$ cat src/common/fma16_defines.svh
/*
 * widths, exponent limits and fixed encodings
 * for the half-precision fused multiply-add
 */
`ifndef FMA16_DEFINES_SVH
`define FMA16_DEFINES_SVH

// word layout
`define FP_W        16
`define EXP_W       5
`define FRAC_W      10
`define SIG_W       11

// product and aligned-sum widths
`define PROD_W      22
// product + carry bit + two guard bits
`define SUM_W       25
// signed working exponent, covers product range and normalize shifts
`define XEXP_W      8

// exponent limits
`define EXP_BIAS    15
`define EXP_MAX     31

// fixed encodings
`define QNAN_WORD   16'h7E00
`define ONE_WORD    16'h3C00
// magnitudes without sign bit
`define INF_MAG     15'h7C00
`define MAXNUM_MAG  15'h7BFF

`endif

$ cat src/common/fma16_pkg.sv
/*
 * shared types for the fma16 unit
 * half-precision word union and rounding-mode encoding
 */
`include "fma16_defines.svh"

package fma16_pkg;

    // one half-precision word, seen as plain fields or as a NaN
    typedef union packed {
        struct packed {
            logic              sign;
            logic [`EXP_W-1:0]  exp;
            logic [`FRAC_W-1:0] frac;
        } fld;
        struct packed {
            logic              sign;
            logic [`EXP_W-1:0]  exp;
            // msb of the fraction, set for quiet NaN
            logic              quiet;
            logic [`FRAC_W-2:0] payload;
        } nan;
    } fp16_u;

    // rounding modes
    typedef enum logic [1:0] {
        rm_rz  = 2'b00,
        rm_rne = 2'b01,
        rm_rd  = 2'b10,
        rm_ru  = 2'b11
    } round_mode_e;

endpackage

$ cat src/datapath/fma16_add_norm.sv
/*
 * effective add or subtract of the aligned terms,
 * leading-zero count, left normalization
 * and the result sign
 */
`timescale 1ns/10ps
`include "fma16_defines.svh"

module fma16_add_norm import fma16_pkg::*; (
    input  logic [`SUM_W-1:0]         big_sig,
    input  logic [`SUM_W-1:0]         small_sig,
    input  logic signed [`XEXP_W-1:0] ref_exp,
    input  logic                      sticky,
    input  logic                      eff_sub,
    input  logic                      prod_sign,
    input  logic                      prod_big,
    input  logic                      z_sign,
    input  logic                      prod_zero,
    input  logic                      addend_zero,
    input  round_mode_e               roundmode,
    output logic [`SUM_W-1:0]         norm_sig,
    output logic signed [`XEXP_W-1:0] norm_exp,
    output logic                      res_sign,
    output logic                      exact_zero
);

    logic [`SUM_W-1:0] sum;
    logic [4:0]        lzc;
    logic              zero_neg;

    // lost bits of the small term borrow one lsb when subtracting
    assign sum = eff_sub ? (big_sig - small_sig - `SUM_W'(sticky))
                         : (big_sig + small_sig);

    // priority scan, highest set bit wins
    always_comb begin
        lzc = 5'(`SUM_W);
        for (int i = 0; i < `SUM_W; i++) begin
            if (sum[i]) begin
                lzc = 5'(`SUM_W - 1 - i);
            end
        end
    end

    // leading one ends up at the msb
    assign norm_sig = sum << lzc;

    // binary point is one below the carry bit
    assign norm_exp = ref_exp + `XEXP_W'(1) - `XEXP_W'(lzc);

    assign exact_zero = (sum == '0);

    // cancellation is -0 only rounding down
    // two negative zeros stay negative
    assign zero_neg = ((roundmode == rm_rd) & eff_sub)
                    | (prod_zero & addend_zero & prod_sign & z_sign);

    // otherwise the larger term sets the sign
    always_comb begin
        if (exact_zero) begin
            res_sign = zero_neg;
        end else if (prod_big) begin
            res_sign = prod_sign;
        end else begin
            res_sign = z_sign;
        end
    end

endmodule

$ cat src/datapath/fma16_mul_align.sv
/*
 * significand product and product exponent,
 * magnitude ordering of product and addend,
 * right alignment of the smaller term with sticky
 */
`timescale 1ns/10ps
`include "fma16_defines.svh"

module fma16_mul_align import fma16_pkg::*; (
    input  fp16_u                     x,
    input  fp16_u                     y_sel,
    input  fp16_u                     z_sel,
    output logic                      prod_sign,
    output logic                      prod_big,
    output logic                      eff_sub,
    output logic [`SUM_W-1:0]         big_sig,
    output logic [`SUM_W-1:0]         small_sig,
    output logic signed [`XEXP_W-1:0] ref_exp,
    output logic                      sticky,
    output logic                      prod_zero,
    output logic                      addend_zero
);

    logic [`PROD_W-1:0]         prod_raw;
    logic [`PROD_W-1:0]         prod_n;
    logic [`PROD_W-1:0]         addend_n;
    logic signed [`XEXP_W-1:0]  x_exp, y_exp, add_exp;
    logic signed [`XEXP_W-1:0]  prod_exp;
    logic signed [`XEXP_W-1:0]  exp_diff;
    logic [`SUM_W-1:0]          prod_win, add_win;
    logic [4:0]                 shamt;
    logic [2*`SUM_W-1:0]        shift_buf;

    assign prod_sign = x.fld.sign ^ y_sel.fld.sign;
    assign eff_sub   = prod_sign ^ z_sel.fld.sign;

    // exponent zero means zero, subnormals included
    assign prod_zero   = (x.fld.exp == '0) | (y_sel.fld.exp == '0);
    assign addend_zero = (z_sel.fld.exp == '0);

    // 11x11 product, value in [1,4)
    assign prod_raw = {1'b1, x.fld.frac} * {1'b1, y_sel.fld.frac};

    assign x_exp   = `XEXP_W'(x.fld.exp);
    assign y_exp   = `XEXP_W'(y_sel.fld.exp);
    assign add_exp = `XEXP_W'(z_sel.fld.exp);

    // normalize so the leading one sits at the msb
    assign prod_n   = prod_raw[`PROD_W-1] ? prod_raw : (prod_raw << 1);
    assign prod_exp = x_exp + y_exp - `XEXP_W'(`EXP_BIAS)
                    + `XEXP_W'(prod_raw[`PROD_W-1]);

    // addend lined up with the normalized product
    assign addend_n = {1'b1, z_sel.fld.frac, {(`PROD_W-`SIG_W){1'b0}}};

    // larger exponent wins, ties go to the larger significand
    assign prod_big = addend_zero
                    | (!prod_zero & ((prod_exp > add_exp)
                    | ((prod_exp == add_exp) & (prod_n >= addend_n))));

    // sum window is carry bit, term, two guard bits
    assign prod_win = prod_zero ? '0 : {1'b0, prod_n, 2'b00};
    assign add_win  = addend_zero ? '0 : {1'b0, addend_n, 2'b00};

    assign big_sig   = prod_big ? prod_win : add_win;
    assign ref_exp   = prod_big ? prod_exp : add_exp;
    assign exp_diff  = prod_big ? (prod_exp - add_exp) : (add_exp - prod_exp);

    // past the whole window everything lands in sticky
    assign shamt = (exp_diff > `XEXP_W'(`SUM_W)) ? 5'(`SUM_W) : exp_diff[4:0];

    // low half of the buffer catches the shifted-out bits
    assign shift_buf = {(prod_big ? add_win : prod_win), {`SUM_W{1'b0}}} >> shamt;

    assign small_sig = shift_buf[2*`SUM_W-1:`SUM_W];
    assign sticky    = |shift_buf[`SUM_W-1:0];

endmodule

$ cat src/datapath/fma16_round.sv
/*
 * rounding by mode with guard and sticky,
 * carry into the exponent, raw overflow
 * and underflow indications
 */
`timescale 1ns/10ps
`include "fma16_defines.svh"

module fma16_round import fma16_pkg::*; (
    input  logic [`SUM_W-1:0]         norm_sig,
    input  logic signed [`XEXP_W-1:0] norm_exp,
    input  logic                      res_sign,
    input  logic                      sticky,
    input  round_mode_e               roundmode,
    output fp16_u                     rounded_word,
    output logic                      ovf,
    output logic                      unf,
    output logic                      inexact
);

    logic [`FRAC_W-1:0]        frac_t;
    logic                      guard;
    logic                      rest;
    logic                      round_up;
    logic [`FRAC_W:0]          frac_r;
    logic signed [`XEXP_W-1:0] exp_r;

    // hidden one at msb, then fraction, then guard
    assign frac_t = norm_sig[`SUM_W-2 -: `FRAC_W];
    assign guard  = norm_sig[`SUM_W-2-`FRAC_W];
    assign rest   = (|norm_sig[`SUM_W-3-`FRAC_W:0]) | sticky;

    always_comb begin
        case (roundmode)
            rm_rz:   round_up = 1'b0;
            // ties go to even
            rm_rne:  round_up = guard & (rest | frac_t[0]);
            rm_rd:   round_up = res_sign & (guard | rest);
            default: round_up = !res_sign & (guard | rest);
        endcase
    end

    // all-ones fraction wraps to zero and bumps the exponent
    assign frac_r = {1'b0, frac_t} + `SIG_W'(round_up);
    assign exp_r  = norm_exp + `XEXP_W'(frac_r[`FRAC_W]);

    assign rounded_word = {res_sign, exp_r[`EXP_W-1:0], frac_r[`FRAC_W-1:0]};

    assign ovf = (exp_r >= `XEXP_W'(`EXP_MAX));
    // below the smallest normal, flushed later
    assign unf = (exp_r < `XEXP_W'(1));

    assign inexact = guard | rest | ovf | unf;

endmodule

$ cat src/special/fma16_special.sv
/*
 * special-value path
 * NaN, infinity and zero classification,
 * invalid detection and the special result word
 */
`timescale 1ns/10ps
`include "fma16_defines.svh"

module fma16_special import fma16_pkg::*; (
    input  fp16_u x,
    input  fp16_u y_sel,
    input  fp16_u z_sel,
    output logic  spec_valid,
    output fp16_u spec_word,
    output logic  spec_invalid
);

    logic x_max, y_max, z_max;
    logic x_inf, y_inf, z_inf;
    logic x_zero, y_zero;
    logic snan, qnan;
    logic prod_sign;
    logic zero_times_inf;
    logic inf_minus_inf;
    logic inf_sign;

    assign x_max = (x.nan.exp == `EXP_W'(`EXP_MAX));
    assign y_max = (y_sel.nan.exp == `EXP_W'(`EXP_MAX));
    assign z_max = (z_sel.nan.exp == `EXP_W'(`EXP_MAX));

    // infinity has an all-zero fraction
    assign x_inf = x_max & !x.nan.quiet & (x.nan.payload == '0);
    assign y_inf = y_max & !y_sel.nan.quiet & (y_sel.nan.payload == '0);
    assign z_inf = z_max & !z_sel.nan.quiet & (z_sel.nan.payload == '0);

    // subnormals count as zero
    assign x_zero = (x.nan.exp == '0);
    assign y_zero = (y_sel.nan.exp == '0);

    // signaling: quiet bit clear, payload nonzero
    assign snan = (x_max & !x.nan.quiet & (x.nan.payload != '0))
                | (y_max & !y_sel.nan.quiet & (y_sel.nan.payload != '0))
                | (z_max & !z_sel.nan.quiet & (z_sel.nan.payload != '0));
    assign qnan = (x_max & x.nan.quiet)
                | (y_max & y_sel.nan.quiet)
                | (z_max & z_sel.nan.quiet);

    assign prod_sign = x.nan.sign ^ y_sel.nan.sign;

    assign zero_times_inf = (x_inf & y_zero) | (x_zero & y_inf);
    // infinite product meets an infinite addend of the other sign
    assign inf_minus_inf = (x_inf | y_inf) & z_inf & (prod_sign ^ z_sel.nan.sign);

    assign spec_invalid = snan | zero_times_inf | inf_minus_inf;

    // infinite term decides the sign, product first
    assign inf_sign = (x_inf | y_inf) ? prod_sign : z_sel.nan.sign;

    assign spec_valid = snan | qnan | x_inf | y_inf | z_inf;

    always_comb begin
        if (snan | qnan | zero_times_inf | inf_minus_inf) begin
            spec_word = `QNAN_WORD;
        end else begin
            spec_word = {inf_sign, `INF_MAG};
        end
    end

endmodule

$ cat src/fma16.sv
/*
 * fma16 top level
 * operand selection, special and arithmetic paths,
 * result select and the output register
 */
`timescale 1ns/10ps
`include "fma16_defines.svh"

module fma16 import fma16_pkg::*; (
    input  logic        clk,
    input  logic        arst_n,
    input  fp16_u       x,
    input  fp16_u       y,
    input  fp16_u       z,
    input  logic        mul,
    input  logic        add,
    input  logic        negp,
    input  logic        negz,
    input  round_mode_e roundmode,
    output fp16_u       result,
    output logic [3:0]  flags
);

    fp16_u                     y_sel;
    fp16_u                     z_sel;
    logic                      spec_valid;
    fp16_u                     spec_word;
    logic                      spec_invalid;
    logic                      prod_sign;
    logic                      prod_big;
    logic                      eff_sub;
    logic [`SUM_W-1:0]         big_sig;
    logic [`SUM_W-1:0]         small_sig;
    logic signed [`XEXP_W-1:0] ref_exp;
    logic                      sticky;
    logic                      prod_zero;
    logic                      addend_zero;
    logic [`SUM_W-1:0]         norm_sig;
    logic signed [`XEXP_W-1:0] norm_exp;
    logic                      res_sign;
    logic                      exact_zero;
    fp16_u                     rounded_word;
    logic                      ovf;
    logic                      unf;
    logic                      inexact;
    fp16_u                     next_result;
    logic [3:0]                next_flags;

    // mul low forces y to +1, add low forces z to +0
    assign y_sel = mul ? {y.fld.sign ^ negp, y[`FP_W-2:0]} : `ONE_WORD;
    assign z_sel = add ? {z.fld.sign ^ negz, z[`FP_W-2:0]} : '0;

    // NaN, infinity and invalid decisions
    fma16_special i_special (
        .x            (x),
        .y_sel        (y_sel),
        .z_sel        (z_sel),
        .spec_valid   (spec_valid),
        .spec_word    (spec_word),
        .spec_invalid (spec_invalid)
    );

    fma16_mul_align i_mul_align (
        .x           (x),
        .y_sel       (y_sel),
        .z_sel       (z_sel),
        .prod_sign   (prod_sign),
        .prod_big    (prod_big),
        .eff_sub     (eff_sub),
        .big_sig     (big_sig),
        .small_sig   (small_sig),
        .ref_exp     (ref_exp),
        .sticky      (sticky),
        .prod_zero   (prod_zero),
        .addend_zero (addend_zero)
    );

    fma16_add_norm i_add_norm (
        .big_sig     (big_sig),
        .small_sig   (small_sig),
        .ref_exp     (ref_exp),
        .sticky      (sticky),
        .eff_sub     (eff_sub),
        .prod_sign   (prod_sign),
        .prod_big    (prod_big),
        .z_sign      (z_sel.fld.sign),
        .prod_zero   (prod_zero),
        .addend_zero (addend_zero),
        .roundmode   (roundmode),
        .norm_sig    (norm_sig),
        .norm_exp    (norm_exp),
        .res_sign    (res_sign),
        .exact_zero  (exact_zero)
    );

    fma16_round i_round (
        .norm_sig     (norm_sig),
        .norm_exp     (norm_exp),
        .res_sign     (res_sign),
        .sticky       (sticky),
        .roundmode    (roundmode),
        .rounded_word (rounded_word),
        .ovf          (ovf),
        .unf          (unf),
        .inexact      (inexact)
    );

    fma16_result_select i_result_select (
        .spec_valid   (spec_valid),
        .spec_word    (spec_word),
        .spec_invalid (spec_invalid),
        .rounded_word (rounded_word),
        .ovf          (ovf),
        .unf          (unf),
        .inexact      (inexact),
        .exact_zero   (exact_zero),
        .res_sign     (res_sign),
        .roundmode    (roundmode),
        .next_result  (next_result),
        .next_flags   (next_flags)
    );

    // one stage, a new operation every cycle
    always_ff @(posedge clk or negedge arst_n) begin
        if (!arst_n) begin
            result <= '0;
            flags  <= '0;
        end else begin
            result <= next_result;
            flags  <= next_flags;
        end
    end

endmodule

$ cat src/fma16_result_select.sv
/*
 * final result and flag selection
 * special values first, then zero, overflow, underflow
 */
`timescale 1ns/10ps
`include "fma16_defines.svh"

module fma16_result_select import fma16_pkg::*; (
    input  logic        spec_valid,
    input  fp16_u       spec_word,
    input  logic        spec_invalid,
    input  fp16_u       rounded_word,
    input  logic        ovf,
    input  logic        unf,
    input  logic        inexact,
    input  logic        exact_zero,
    input  logic        res_sign,
    input  round_mode_e roundmode,
    output fp16_u       next_result,
    output logic [3:0]  next_flags
);

    logic to_maxnum;

    // modes that never round away from zero for this sign
    assign to_maxnum = (roundmode == rm_rz)
                     | ((roundmode == rm_rd) & !res_sign)
                     | ((roundmode == rm_ru) & res_sign);

    // flags are {invalid, overflow, underflow, inexact}
    always_comb begin
        if (spec_valid) begin
            next_result = spec_word;
            next_flags  = {spec_invalid, 3'b000};
        end else if (exact_zero) begin
            next_result = {res_sign, {(`FP_W-1){1'b0}}};
            next_flags  = 4'b0000;
        end else if (ovf) begin
            next_result = {res_sign, (to_maxnum ? `MAXNUM_MAG : `INF_MAG)};
            next_flags  = 4'b0101;
        end else if (unf) begin
            // flush to signed zero
            next_result = {res_sign, {(`FP_W-1){1'b0}}};
            next_flags  = 4'b0011;
        end else begin
            next_result = rounded_word;
            next_flags  = {3'b000, inexact};
        end
    end

endmodule

$ cat config.mk
export PLATFORM = sky130hd
export DESIGN_NAME = fma16
export DESIGN_NICKNAME = d
export VERILOG_FILES = /design/src/common/fma16_pkg.sv /design/src/datapath/fma16_add_norm.sv /design/src/datapath/fma16_mul_align.sv /design/src/datapath/fma16_round.sv /design/src/special/fma16_special.sv /design/src/fma16.sv /design/src/fma16_result_select.sv
export VERILOG_INCLUDE_DIRS = /design/src /design/src/common
export SDC_FILE = /design/constraint.sdc
export NUM_CORES = 1
export LEC_CHECK = 0
export BUFFER_PORTS_ARGS = -buffer_cell sky130_fd_sc_hd__buf_2
export CELL_PAD_IN_SITES_DETAIL_PLACEMENT = 1
export CELL_PAD_IN_SITES_GLOBAL_PLACEMENT = 1
export CORE_UTILIZATION = 40
export CTS_CLUSTER_SIZE = 8
export DETAILED_ROUTE_END_ITERATION = 8
export GPL_TIMING_DRIVEN = 0
export PLACE_DENSITY = 0.68
export SLEW_MARGIN = 30
export SYNTH_ARGS = -nofsm -noshare
export SYNTH_HDL_FRONTEND = slang
export SYNTH_SLANG_ARGS = --single-unit
export TNS_END_PERCENT = 20
$ cat constraint.sdc
create_clock -name clk -period 0.8 [get_ports clk]
set_input_delay 0.04 -clock clk [delete_from_list [all_inputs] [get_ports clk]]
set_output_delay 0.04 -clock clk [all_outputs]
set_load 0.01 [all_outputs]
# ---- Word-level counts from Yosys, hierarchy flattened
# Cells that the tools add are included.
dict set report classes {
  n_addsub 12
  n_mul 1
  order_cmp 5
  eq_ne 7
  shift 2
  muxes 50
  n_bitwise 56
  reduce_logical 18
}
# cell n
set ops {}
lappend ops {{$mux 5} 17}
lappend ops {{$mux 25} 3}
lappend ops {{$mux 16} 4}
lappend ops {{$shr 50x5->50} 1}
lappend ops {{$mux 24} 2}
lappend ops {{$mux 15} 3}
lappend ops {{$mux 4} 11}
lappend ops {{$and 1x1->1} 27}
lappend ops {{$logic_not 9->1} 3}
lappend ops {{$reduce_bool 9->1} 3}
lappend ops {{$add 25x25->25} 1}
lappend ops {{$logic_not 25->1} 1}
lappend ops {{$or 1x1->1} 25}
lappend ops {{$reduce_or 25->1} 1}
lappend ops {{$shl 25x5->24} 1}
lappend ops {{$sub 25x1->25} 1}
lappend ops {{$sub 25x25->25} 1}
lappend ops {{$ge 22x22->1} 1}
lappend ops {{$mul 11x11->22} 1}
lappend ops {{$mux 22} 1}
lappend ops {{$add 8x1->8} 2}
lappend ops {{$mux 8} 2}
lappend ops {{$eq 5x5->1 const B} 3}
lappend ops {{$logic_not 5->1} 3}
lappend ops {{22 further kinds} 33}
dict set report totals {
  register_bits 20
  input_bits 56
  output_inout_bits 20
  elab_cells 153
}

# ---- Logic depth before layout (Yosys ltp)
# Gate-level depths: netlist of the first run.
dict set report logic_depth {
  word_depth 57
  ltp_mapped 97
  mapped_depth_nobuf 88
}

# ---- Hierarchy
# Synthesis of the first run repeated with hierarchy kept, for this count alone.
dict set report unflattened {
  cells_unflattened 2240
  area_unflattened_um2 16260.6
}
# mod n_inst cells_each area_each_um2 seq_area_each_um2
set by_module_without_submodules {}
lappend by_module_without_submodules {fma16_mul_align 1 1145 8267.9 0.0}
lappend by_module_without_submodules {fma16_add_norm 1 845 6050.8 0.0}
lappend by_module_without_submodules {fma16 1 56 744.5 500.5}
lappend by_module_without_submodules {fma16_round 1 68 455.4 0.0}
lappend by_module_without_submodules {fma16_result_select 1 67 376.6 0.0}
lappend by_module_without_submodules {fma16_special 1 59 365.4 0.0}

# ---- Least setup slack after synthesis of the first run
# OpenSTA, ideal clock, no wires.
dict set report synth_timing {
  kind {in2reg}
  start {input port mul}
  end {register result[8] (netlist bit)}
  setup_ps 69
  arrival_ps 19619
  required_time_ps 731
  path_slack_ps -18888
  cell_stages 89
  path_buffers 8
  path_cell_list {clkbuf_1 -> and2_1 -> clkbuf_1 -> nand2_1 -> fa_1 -> fa_1 -> inv_1 -> ha_1 -> fa_1 -> inv_1 -> fa_1 -> inv_1 -> ha_1 -> a21o_1 -> a221o_1 -> and3_1 -> o31a_1 -> o21ai_1 -> [... 53 more ...] -> ha_1 -> o21ai_0 -> or3_4 -> nor4b_1 -> fa_1 -> ha_1 -> fa_1 -> a21oi_1 -> nor2_1 -> o21ai_0 -> nand2b_1 -> a21oi_1 -> xor2_1 -> a21boi_0 -> and3_1 -> o41ai_2 -> or4_1 -> nand3_1}
}
# item line
set synth_rtl {}
lappend synth_rtl {{start, declared} fma16.sv:15} ;# input logic mul,
lappend synth_rtl {{end signal, assigned} fma16.sv:129} ;# result <= next_result;
lappend synth_rtl {{end, declared} fma16.sv:20} ;# output fp16_u result,

==> impl_metrics.ini, run 1 <==
[die]
boundaryPins = 76
start_util = 0.407
die_h_um = 195
die_w_um = 195
die-area_mm2 = 0.0380
core_mm2 = 0.0366
rows = 70

[placed_design]
gp_congestion = 1.00
pre_cts_ws_ns = -21.04
dp_hpwl_um = 53500
port_buffers = 73
place_area_mm2 = 0.0163

[logic_synthesis]
yosysSeqAreaShare = 0.0336
synth_area_mm2 = 0.0149
synth_seq_cells = 20
synth_cell_types = 108
ys.flop_type = dfrtp_1
yosys_warnings = 0
syn_nets = 2397
syn_area_per_cell_um2 = 7.13
netlist_instances = 2089
synth_edf_count = 0
async_flop_share = 1.00

[sta]
rsz0062_at_grt = yes
holdWs_ns = 0.250
fmax_mhz = 53.2
setup_viol = 24
hold_viol = 0
max_slew_margin = 0.283
timing.final.crit_share = 23.5
maxSlewViolCount = 0
setup_ws_ns = -18.01
min_period_ns = 18.81
worst_slew_pin_slew_ns = 1.06

[detailed_routing]
antenna_left = 0
drcViolationCount = 0
wl_per_cell_um = 24.5
drtPass1Iterations = 5
via_per_inst = 6.22
vias = 17406
routed_wirelength_um = 68600
drt_iter0_markers = 1204

[critical_path]
critPathMaxStageDelay_ns = 0.56
path_max_fanout = 10
path_class = in -> reg
worstPathRequired_ns = 0.99
cpMostUsedCell = ha_4
worstSetupEndpointType = flip-flop
cp_slowest_cell = or4_4
worstSetupStartpointType = primary input
critical_path_arrival_ns = 19.00

[cells_and_area]
final_area_mm2 = 0.0192
n_fill_cell = 4588
register_area_um2 = 500
drive_above_1_share = 0.262
multiInputGateArea_mm2 = 0.0147
nets = 2640
synthToLayoutAreaGrowth_pct = 28.7

[grt]
met3_usage = 0.0313
grt_usage = 0.345
global_route.usage.met2 = 0.565
grt_max_degree = 21
grt_pass1_wl_um = 103000
met1_usage = 0.464
grt_busiest_layer = met2
antenna_found_initial = 1
gr-total-overflow = 0
grt_pass1_vias = 17683

[status]
outcome = finished, violations left
violations = setup timing

[job]
maxCapViolCount = 0

[cts]
cts_htree_levels = 1
cts_tree = done
clock-root-buffer = clkbuf_16
numCtsBuffers = 3
clk_pin_slew_worst_paths_ns = 0.05
cts.sinks = 20
cts_buffer_depth = 2

[hold_path]
hold_class = in -> async
==> Yosys cell counts, drive strengths merged, types with 11 or more instances <==
library cell	number	area [µm²]
a21oi	132	668
ha	166	2080
xor2	21	184
nand4	27	169
buf	24	143
inv	219	825
a31oi	30	209
nand2b	27	169
nor3	51	255
or3	16	105
and3	60	375
and2	39	244
clkbuf	70	263
a21o	32	240
nand2	229	862
fa	86	1720
o211ai	23	173
xnor2	47	412
dfrtp	20	500
or2	17	106
nor2b	14	87.6
mux2	30	342
a2111oi	11	113
a211oi	32	245
mux2i	59	591
nor2	175	679
o21ai	105	537
o31ai	17	160
o21a	30	225
nor4	25	169
nand3	62	315
o22ai	13	87.6
==> cell type report <==
cell class	instances	area share
inverter	221	0.0441
tap	468	0.0305
clock buffer	4	0.00463
sequential	20	0.0261
multi-input combinational	1755	0.767
antenna	1	0.000131
buffer	85	0.0337
timing repair buffer	246	0.0934
==> worst paths after layout <==
path / from / to / slack, ns / cells past startpoint
setup / recovery: mul / result[8] / -18.01 / 91
hold / removal: arst_n / result[1] / 0.25 / 2
max in group asynchronous: arst_n / result[0] / 0.26 / 2
min in group clk: x[6] / flags[3] / 0.32 / 5
==> cells in the final DEF, fill, tap and decap left out, types with 27 or more instances in the layout <==
| cell type | count |
|---|---|
| nor2_1 | 161 |
| buf_2 | 75 |
| and3_1 | 53 |
| nand2_1 | 214 |
| o21a_1 | 30 |
| xnor2_1 | 42 |
| inv_1 | 204 |
| a21o_1 | 32 |
| ha_1 | 143 |
| o21ai_0 | 74 |
| and2_1 | 30 |
| nand4_1 | 27 |
| mux2i_1 | 38 |
| nand3_1 | 59 |
| buf_4 | 171 |
| nor3_1 | 46 |
| fa_1 | 79 |
| clkbuf_1 | 27 |
| a21oi_1 | 108 |
==> sequential cells by signal (all words and copies together) (netlist names) <==
signal and cells:
result 16, flags 4
==> critical path: cells and delay by family <==
kind                       cells  cell delay [ns]
xor gates and xnor gates       4             0.67
adders and majority gates     16             5.08
AOI/OAI and AO/OA             36             7.64
buffers and inverters         17             2.09
and+or+nand+nor               18             3.44
==> logic make-up after synthesis <==
family	synth area share
adders and majority gates	0.255
and+or+nand+nor	0.255
DFF	0.0336
buffers and inverters	0.0831
muxes	0.0641
AOI/OAI and AO/OA	0.267
xor gates and xnor gates	0.0415
==> metal layers <==
metal | wire length, µm | vias up | part of all wire
met1 | 30300 | 8638 | 0.44
met2 | 31400 | 624 | 0.46
met4 | 3260 | 0 | 0.048
li1 | - | 7987 | -
met5 | 0 | - | 0
met3 | 3640 | 157 | 0.053
==> timing repair <==
| action | in CTS | in global routing |
|---|---|---|
| endpoints found under the setup margin | 26 | 39 |
| hold buffers | 1 | 0 |
| gates cloned | 2 | 2 |
| hold endpoints to repair | 20 | 0 |
| pin swaps | 86 | 74 |
| resized for setup | 219 | 155 |
| setup buffers | 108 | 60 |
==> stage by stage <==
stage / util / instances / TNS, ns
floorplan: - / 2089 / -305.25
global placement: 0.444 / 2630 / -388.19
detailed placement: 0.444 / 2630 / -391.15
CTS: 0.495 / 2739 / -328.41
global route: 0.524 / 2799 / -345.79
finish: 0.524 / 2800 / -333.42
Power of run 1 is not shown: default switching activity piles up to over one toggle a cycle in this logic, so the estimate is an artifact.
==> run 2, diff against run 1 <==
==> constraint.sdc (replaced) <==
create_clock -name clk -period 20.4 [get_ports clk]
set_input_delay 1.02 -clock clk [delete_from_list [all_inputs] [get_ports clk]]
set_output_delay 1.02 -clock clk [all_outputs]
set_load 0.01 [all_outputs]
==> impl_metrics.ini, run 2 (synthesis results as in run 1) <==
[status]
outcome = complete, no violations

[critical_path]
worstSetupStartpointType = primary input
critPathMaxStageDelay_ns = 0.55
worstPathRequired_ns = 20.59
critical_path_arrival_ns = 20.26
worstSetupEndpointType = flip-flop
cp_slowest_cell = fa_1
path_max_fanout = 8
cpMostUsedCell = ha_4
path_class = in -> reg

[grt]
antenna_found_initial = 0
gr-total-overflow = 0
grt_max_degree = 21
grt_pass1_vias = 17000
grt_pass1_wl_um = 98900
grt_usage = 0.329

[cells_and_area]
synthToLayoutAreaGrowth_pct = 24.9
top_regs = result (16), flags (4)
final_common_cell = nand2_1
stdcell_count = 2750
largest-register = result
n_fill_cell = 4613
drive_above_1_share = 0.239
final_area_mm2 = 0.0186
diodes = 0
largest_reg_flops = 16
layout_common_cells = 211 x nand2_1, 200 x inv_1, 159 x nor2_1, 144 x ha_1, 122 x buf_4
nets = 2591

[sta]
hold_viol = 0
setup_viol = 0
min_period_ns = 20.08
timing.final.crit_share = 0.984
max_slew_margin = 0.340
worst_slew_pin_slew_ns = 0.984
fmax_mhz = 49.8
maxSlewViolCount = 0

[cts]
cts_buffer_depth = 2
cts_tree = done
cts_htree_levels = 1
cts.sinks = 20
clock-root-buffer = clkbuf_16
clk_pin_slew_worst_paths_ns = 0.05
numCtsBuffers = 3

[detailed_routing]
vias = 17280
wl_per_cell_um = 24.1
antenna_left = 0
drcViolationCount = 0
drt_iter0_markers = 1446
via_per_inst = 6.28
drtPass1Iterations = 6
routed_wirelength_um = 66300

[die]
core_mm2 = 0.0366
start_util = 0.407
boundaryPins = 76
rows = 70
die_w_um = 195
die-area_mm2 = 0.0380
die_h_um = 195

[hold_path]
hold_class = in -> async

[placed_design]
dp_hpwl_um = 52300
port_buffers = 73
gp_congestion = 0.992
place_inst = 2630
place_area_mm2 = 0.0159

[job]
maxCapViolCount = 0
run 2: cell count changes in the layout (fill, tap and decap cells not counted), moves of 6 or more:
| cell | delta |
|---|---|
| clkbuf_4 | -6 |
| buf_4 | -49 |
| a21oi_1 | +6 |
| buf_6 | +7 |
| o21ai_1 | -10 |
| o21ai_0 | +10 |
run 2: area by class of cell:
class,count,area (µm²),area share
flip-flops and latches,20,500,0.0269
inverters,221,857,0.0461
repair buffers,205,1460,0.0784
multi-input cells,1754,14600,0.783
well taps,468,586,0.0315
repair inverters,1,6.26,0.000336
clock buffers,4,88.8,0.00477
plain buffers,77,541,0.0290
run 2: final timing paths:
check	from	end	cells past startpoint
max in group asynchronous	arst_n	flags[3]	1
min	arst_n	result[3]	1
min in group clk	x[9]	flags[3]	4
max	mul	result[8]	94
run 2: metrics by stage:
step	setup TNS, ns	setup WS (ns)	hold WS (ns)	util
CTS	0	0.00447	0.707	0.465
finish	0	0.322	0.699	0.508
global route	-1.59	-0.293	0.736	0.508
global placement	-88.99	-5.39	0.971	0.433
floorplan	0	0.0866	0.724	-
detailed placement	-94.95	-5.72	0.973	0.433
run 2: layer usage:
layer / track usage / wire length (µm)
met2: 0.513 / 29200
met4: 0.0525 / 1280
met5: 0 / 0
met3: 0.0216 / 3970
met1: 0.499 / 31800
run 2: repair_timing:
action | 4_1_cts | 5_1_grt
hold endpoints to repair | 0 | 0
cloned | 0 | 4
pin swaps | 49 | 89
gates resized for setup | 180 | 247
setup endpoints to repair | 19 | 18
buffers inserted | 48 | 83
hold buffers | 0 | 0
run 2: critical path, delay by kind of cell:
kind                       cells  cell delay, ns
AOI/OAI and AO/OA             29            6.45
adders and majority gates     15            4.85
and+or+nand+nor               24            4.19
buffers and inverters         19            2.06
muxes                          5            1.34
xor gates and xnor gates       2            0.26
Power of run 2 is left out for the same reason.
